File: src/verilog/mem_pkg.sv
package mem_pkg;

    // ~~~~~~~~~~~~~~~~~~~~~~~~~~~~~~~~~~~~~~~~
    // bus and memory sizes
    // ~~~~~~~~~~~~~~~~~~~~~~~~~~~~~~~~~~~~~~~~
    localparam int xlen           = 32;
    localparam int xbytes         = xlen / 8;  // byte lanes per word
    localparam int ram_words      = 1024;      // 4 KiB of RAM
    localparam int ram_index_bits = 10;

    // address bit 31 picks the region
    localparam logic region_ram  = 1'b0;
    localparam logic region_mmio = 1'b1;

    // machine timer register selects, one 32-bit word each
    localparam logic [1:0] reg_mtime_lo    = 2'd0;
    localparam logic [1:0] reg_mtime_hi    = 2'd1;
    localparam logic [1:0] reg_mtimecmp_lo = 2'd2;
    localparam logic [1:0] reg_mtimecmp_hi = 2'd3;

    // arbiter FSM encodings
    localparam logic [1:0] st_wait_cmd            = 2'd0;
    localparam logic [1:0] st_wait_mem_ready      = 2'd1;
    localparam logic [1:0] st_wait_mem_read_valid = 2'd2;

    // ~~~~~~~~~~~~~~~~~~~~~~~~~~~~~~~~~~~~~~~~
    // address word, seen as RAM or as MMIO
    // ~~~~~~~~~~~~~~~~~~~~~~~~~~~~~~~~~~~~~~~~
    typedef union packed {
        struct packed {
            logic                      region;
            logic [18:0]               unused;  // RAM aliases every 4 KiB
            logic [ram_index_bits-1:0] index;
            logic [1:0]                offset;
        } ram_view;
        struct packed {
            logic        region;
            logic [26:0] unused;  // timer aliases every 16 bytes
            logic [1:0]  sel;
            logic [1:0]  offset;
        } mmio_view;
    } mem_addr_u;

endpackage

File: src/verilog/mem_interface.sv
`timescale 1ns/1ps

module mem_interface (
    input  logic                      clk,
    input  logic                      rst_n,
    input  logic                      halt,

    input  logic                      ibus_cyc,
    input  logic                      ibus_stb,
    input  logic [mem_pkg::xlen-1:0]   ibus_adr,
    output logic [mem_pkg::xlen-1:0]   ibus_dat_r,
    output logic                      ibus_ack,

    input  logic                      dbus_cyc,
    input  logic                      dbus_stb,
    input  logic                      dbus_we,
    input  logic [mem_pkg::xbytes-1:0] dbus_sel,
    input  logic [mem_pkg::xlen-1:0]   dbus_adr,
    input  logic [mem_pkg::xlen-1:0]   dbus_dat_w,
    output logic [mem_pkg::xlen-1:0]   dbus_dat_r,
    output logic                      dbus_ack,

    output logic                      mem_start,
    output logic                      mem_write,
    output logic [mem_pkg::xlen-1:0]   mem_addr,
    output logic [mem_pkg::xlen-1:0]   mem_wdata,
    output logic [mem_pkg::xbytes-1:0] mem_sel,
    input  logic                      mem_ready,
    input  logic [mem_pkg::xlen-1:0]   mem_rdata,
    input  logic                      mem_rdata_valid
);

    import mem_pkg::*;

    logic [1:0] state;

    // captured requests
    logic              ireq_pend;
    logic [xlen-1:0]   ireq_adr;
    logic              dreq_pend;
    logic              dreq_we;
    logic [xlen-1:0]   dreq_adr;
    logic [xlen-1:0]   dreq_dat;
    logic [xbytes-1:0] dreq_sel;

    logic mem_accept;
    logic read_done;

    // instruction side always goes first while it is pending
    assign mem_start = !halt && (state == st_wait_mem_ready) && (ireq_pend || dreq_pend);
    assign mem_write = !ireq_pend && dreq_pend && dreq_we;
    assign mem_addr  = ireq_pend ? ireq_adr : dreq_adr;
    assign mem_wdata = dreq_dat;
    assign mem_sel   = ireq_pend ? {xbytes{1'b1}} : dreq_sel;

    assign mem_accept = mem_start && mem_ready;
    assign read_done  = !halt && (state == st_wait_mem_read_valid) && mem_rdata_valid;

    assign ibus_ack = read_done && ireq_pend;
    assign dbus_ack = (read_done && !ireq_pend && dreq_pend)
                      || (mem_accept && mem_write);  // writes ack on acceptance

    assign ibus_dat_r = mem_rdata;
    assign dbus_dat_r = mem_rdata;

    // ~~~~~~~~~~~~~~~~~~~~~~~~~~~~~~~~~~~~~~~~
    // request capture, payload only
    // ~~~~~~~~~~~~~~~~~~~~~~~~~~~~~~~~~~~~~~~~
    always_ff @(posedge clk) begin
        if (!halt && state == st_wait_cmd) begin
            ireq_adr <= ibus_adr;
            dreq_we  <= dbus_we;
            dreq_adr <= dbus_adr;
            dreq_dat <= dbus_dat_w;
            dreq_sel <= dbus_sel;
        end
    end

    // ~~~~~~~~~~~~~~~~~~~~~~~~~~~~~~~~~~~~~~~~
    // arbiter FSM
    // ~~~~~~~~~~~~~~~~~~~~~~~~~~~~~~~~~~~~~~~~
    always_ff @(posedge clk) begin
        if (!rst_n) begin
            state     <= st_wait_cmd;
            ireq_pend <= 1'b0;
            dreq_pend <= 1'b0;
        end else if (!halt) begin
            case (state)
                st_wait_cmd: begin
                    ireq_pend <= ibus_cyc && ibus_stb;
                    dreq_pend <= dbus_cyc && dbus_stb;
                    if ((ibus_cyc && ibus_stb) || (dbus_cyc && dbus_stb)) begin
                        state <= st_wait_mem_ready;
                    end
                end
                st_wait_mem_ready: begin
                    if (mem_accept) begin
                        if (mem_write) begin
                            dreq_pend <= 1'b0;
                            state     <= st_wait_cmd;
                        end else begin
                            state <= st_wait_mem_read_valid;
                        end
                    end
                end
                st_wait_mem_read_valid: begin
                    if (ibus_ack) begin
                        ireq_pend <= 1'b0;
                        state     <= dreq_pend ? st_wait_mem_ready : st_wait_cmd;
                    end else if (dbus_ack) begin
                        dreq_pend <= 1'b0;
                        state     <= st_wait_cmd;
                    end
                end
                default: state <= st_wait_cmd;
            endcase
        end
    end

endmodule

File: config.mk
export PLATFORM = sky130hd
export DESIGN_NAME = mem_interface
export DESIGN_NICKNAME = d
export VERILOG_FILES = /design/src/verilog/mem_pkg.sv /design/src/verilog/mem_interface.sv
export SDC_FILE = /design/constraint.sdc
export NUM_CORES = 1
export LEC_CHECK = 0
export ABC_AREA = 1
export CAP_MARGIN = 20
export CORE_AREA = 2 2 108 110
export DETAILED_ROUTE_END_ITERATION = 10
export DIE_AREA = 0 0 110 112
export DONT_BUFFER_PORTS = 1
export GPL_TIMING_DRIVEN = 0
export PLACE_DENSITY = 0.55
export SLEW_MARGIN = 20
export SYNTH_ARGS = -nofsm -noshare
export SYNTH_HDL_FRONTEND = slang
export SYNTH_SLANG_ARGS = --single-unit
File: constraint.sdc
create_clock -name clk -period 11.25 [get_ports clk]
set_input_delay 2.25 -clock clk [delete_from_list [all_inputs] [get_ports clk]]
set_output_delay 2.25 -clock clk [all_outputs]
set_load 0.01 [all_outputs]
# Word level (Yosys, flattened, before mapping)
# Index checks and enable logic that the tools add are counted.
# Widths: inputs -> output; s select.
op_classes:
  bitwise_logic: 1
  n_reduce_logical: 25
  n_eq_ne: 9
  n_mux: 16
ops:
  columns: ["operator", "n"]
  rows:
  - ["$mux 32", 1]
  - ["$logic_and 1x1->1", 14]
  - ["$mux 2", 5]
  - ["$ne 2x2->1 const B", 5]
  - ["$mux 1", 6]
  - ["$pmux 2 s3", 1]
  - ["$reduce_and 6->1", 1]
  - ["$mux 4", 1]
  - ["$reduce_and 4->1", 1]
  - ["$logic_or 1x1->1", 3]
  - ["$ne 3x3->1 const B", 1]
  - ["$pmux 1 s3", 1]
  - ["$reduce_and 3->1", 1]
  - ["$reduce_bool 3->1", 1]
  - ["$eq 2x1->1 const B", 1]
  - ["$eq 2x2->1 const B", 1]
  - ["$logic_not 1->1", 2]
  - ["$logic_not 2->1", 1]
  - ["$ne 2x1->1 const B", 1]
  - ["$pmux 1 s2", 1]
  - ["$reduce_bool 2->1", 1]
  - ["$not 1->1", 1]
totals:
  reg_bits: 105
  elab_cells: 59
  in_bits: 142

# Logic depth before layout (Yosys ltp)
depth:
  depth_word: 9
  depth_mapped: 11

# Least setup slack after synthesis
# Ideal clock, no wire load.
synth_path:
  kind: "input -> register"
  from: "in halt"
  to: "reg ireq_pend"
  stages: 5
  required_time_ps: 11180
  arrival_ps: 6962
  setup_ps: 70
  setup_slack_ps: 4219
  path_cell_list: "nor2_1 > nand2_1 > nand2_1 > o21ai_0 > a21oi_1"
synth_between:
  elab_chain_len: 6
synth_lines:
  columns: ["item", "line_no", "text"]
  rows:
  - ["from (decl)", "mem_interface.sv:6", "input logic halt,"]
  - ["$logic_not 1->1", null, null]
  - ["$logic_and 1x1->1 (2 in a row)", "mem_interface.sv:57", "assign read_done = !halt && (state == st_wait_mem_read_valid) && mem_rdata_valid;"]
  - ["$logic_and 1x1->1", "mem_interface.sv:59", "assign ibus_ack = read_done && ireq_pend;"]
  - ["$ne 2x2->1 (no source line)", null, null]
  - ["$reduce_and 3->1 (no source line) *", null, null]
  - ["to (signal assigned)", "mem_interface.sv:90", "ireq_pend <= ibus_cyc && ibus_stb;"]
  - ["to (decl)", "mem_interface.sv:38", "logic ireq_pend;"]
# Mark *: on every way between the ends. The rest lies on a longest branch, timed or not.
# A chain may end at the register's enable or synchronous reset.

# Worst setup path in the final report
layout_path:
  from: "in halt"
  to: "out dbus_ack"
layout_between:
  elab_chain_len: 6
layout_lines:
  columns: ["item", "line_no", "text"]
  rows:
  - ["$logic_not 1->1", null, null]
  - ["$logic_and 1x1->1 (2 in a row)", "mem_interface.sv:50", "assign mem_start = !halt && (state == st_wait_mem_ready) && (ireq_pend || dreq_pend);"]
  - ["net mem_start", "mem_interface.sv:23", "output logic mem_start,"]
  - ["$logic_and 1x1->1", "mem_interface.sv:56", "assign mem_accept = mem_start && mem_ready;"]
  - ["$logic_and 1x1->1", "mem_interface.sv:61", "|| (mem_accept && mem_write);"]
  - ["$logic_or 1x1->1", "mem_interface.sv:61", null]
  - ["to (decl)", "mem_interface.sv:21", "output logic dbus_ack,"]
# The timed path passes the listed nets, and every way through them passes these cells.

==> impl_metrics.ini <==
[run_status]
status = completed

[routing]
drc = 0
ant_nets = 0
via_count = 2370
dr.first_iter.drc_count = 129
wl_um = 9220
wl_per_cell_um = 18.3
vias_per_cell = 4.71
drt-pass1-iter-count = 4

[timing]
fin_tns_setup_ns = 0
timing.hold.ws_ns = 0.545
finClkSkew_ns = 0.00623
relSlewSlack_pct = 66.0
post-route-period-util_pct = 45.8
fmax_mhz = 194
tightest_slew_ns = 0.510
setup_slack_ns = 6.09
setup_violations = 0
min_period_ns = 5.16
slew_violations = 0
rsz0062_at_grt = no
hold_viol = 0

[setup_path]
startpoint_type = primary input
worst_r2r_endpoint = ireq_adr[8]
crit_fanout = 4
path_class = primary input to output port
cp.required_ns = 9.00
cp-startpoint = halt
crit_path_end_kind = output port
worst-r2r-setup-slack_ns = 9.43
r2r-start = state[0]
critPathCapture = dbus_ack
critPathArrivalTime_ns = 2.91
worstRegToRegCells = 6

[clock_network]
cts-root-buf = clkbuf_16
cts_buffers = 9
h-tree-depth = 3
clk_latency_ns = 0.34
cts.repair.resized = 0
cts_tree = yes
cts_setup_buffers = 0
ctsLongestPathBuffers = 2
cts_hold_buffers = 0
cts.clk_slew.worst_paths_ns = 0.07
cts.sinks = 105

[placed_design]
post-dp-hpwl_um = 7290
place.gp.congestion = 0.763
dpl_cell_area_mm2 = 0.00462
dp.cells = 488
numPortBuffers = 0
dp_slack_ns = 6.08

[finish]
final_area_mm2 = 0.00490
area_growth_pct = 13.0
n_fill_cell = 1013
final_layout_size_suffix_gt1_share_pct = 27.5
diodes = 0
fin_cells = 503
final_nets = 502

[floorplan]
rows = 39
die_h_um = 112
dieArea_mm2 = 0.0123
ios = 278
core_area_mm2 = 0.0112
initial_core_util_pct = 38.8
die_w_um = 110

[run]
maxCapViolations = 0

[global_routing]
grt_pass1_vias = 2347
grt_max_degree = 31
grtUsageTotal_pct = 14.5
grt_pass1_wl_um = 12800
antenna_found_initial = 3
overflow = 0

[logic_synthesis]
synth-xor-area-share_pct = 0
synthArstFlopShare_pct = 0
yosys.area.top_type = edfxtp_1
netlist_instances = 341
seq_area_frac_synth_pct = 71.8
synth_area_mm2 = 0.00433
synth_area_leaders = edfxtp_1, buf_4, nand2_1
synth_edf_count = 101
synth_top_family_by_area = simple AND/OR/NAND/NOR gates
syn_avg_cell_area_um2 = 12.7
synth_top_area_share_pct = 70.0
ys_types = 18
synth.area.mux_share_pct = 0
synth_warnings = 0
synthSimpleGateAreaFrac_pct = 13.5
synth_compound_area_share_pct = 0.693
synth_nets = 487
ys.flop_type = edfxtp_1
yosysMostFrequentCell = nand2_1
synth_common_cells = nand2_1, edfxtp_1, buf_4, inv_1
synthAdderAreaFrac_pct = 1.15
yosys_register_bits = 105

[pwr]
ir_drop_mv = 0.107
powerDensity_mw_per_mm2 = 197
leakage_nw = 1.98

[worst_hold_path]
hold_class = register to register
==> worst max-delay path: stages <==
cell and delay (ns):
inv_1 0.05, nand2_1 0.05, nor2_1 0.25, nand3_2 0.15, nand2_1 0.16
==> flip-flops by register name, summed over array words and instances (netlist names) <==
signal     flops
ireq_adr      32
mem_wdata     32
state          2
dreq_sel       4
dreq_adr      32
dreq_we        1
dreq_pend      1
ireq_pend      1
==> per-stage QoR <==
step           util [%]  power [mW]
2_1_floorplan         -       0.644
6_report           43.8       0.967
3_3_place_gp       40.4       0.684
5_1_grt            43.8        1.02
4_1_cts            43.8       0.982
3_5_place_dp       41.4       0.689
==> cell type report <==
cell class / instances / area, um^2 / share of cell area, %
plain buffers: 71 / 510 / 10.4
clock buffers: 9 / 225 / 4.60
clock inverters: 6 / 50.0 / 1.02
inverters: 12 / 45.0 / 0.920
multi-input cells: 153 / 673 / 13.7
flip-flops and latches: 105 / 3110 / 63.6
well taps: 143 / 179 / 3.65
repair buffers: 4 / 103 / 2.09
==> power breakdown <==
part	internal [mW]	switching [mW]
clock	0.152	0.138
combinational	0.0535	0.108
sequential	0.491	0.0241
total	0.696	0.270
==> cell families (layout without fill, tap and decap cells) <==
family	Yosys count	in the layout
flip-flops	105	105
AO/OA/AOI/OAI	6	6
buffers and inverters	83	102
adder cells (fa/ha/maj)	4	4
AND/OR/NAND/NOR	143	143
==> metal layers <==
metal | vias to the layer above | wire (um) | global-route usage (%)
li1 | 1102 | - | -
met1 | 1076 | 2840 | 13.1
met2 | 177 | 4970 | 26.3
met3 | 11 | 1300 | 8.43
met4 | 4 | 81 | 4.81
met5 | - | 24 | 0
==> how the worst min path moves through the flow <==
stage                     startpoint       end  slack (ns)  depth (start not counted)
after floorplan             state[1]  state[1]        0.50                          2
after global placement      state[0]  state[0]        0.53                          2
after detailed placement    state[0]  state[0]        0.54                          2
after CTS                   state[0]  state[0]        0.55                          2
after global routing        state[0]  state[0]        0.56                          2
final                       state[0]  state[0]        0.55                          2
==> placed cells by master, fill, tap and decap left out, types with 3 or more instances in the layout <==
cell         n
buf_4       64
dfxtp_1      4
or2_2        5
inv_1       11
buf_16       3
nor2_2       3
clkbuf_1     4
a21oi_1      4
nand2_1    114
edfxtp_1   101
nand3_1      9
buf_2        3
ha_1         4
clkbuf_16    9
nor2_1       8
(Power assumes the default switching activity.)
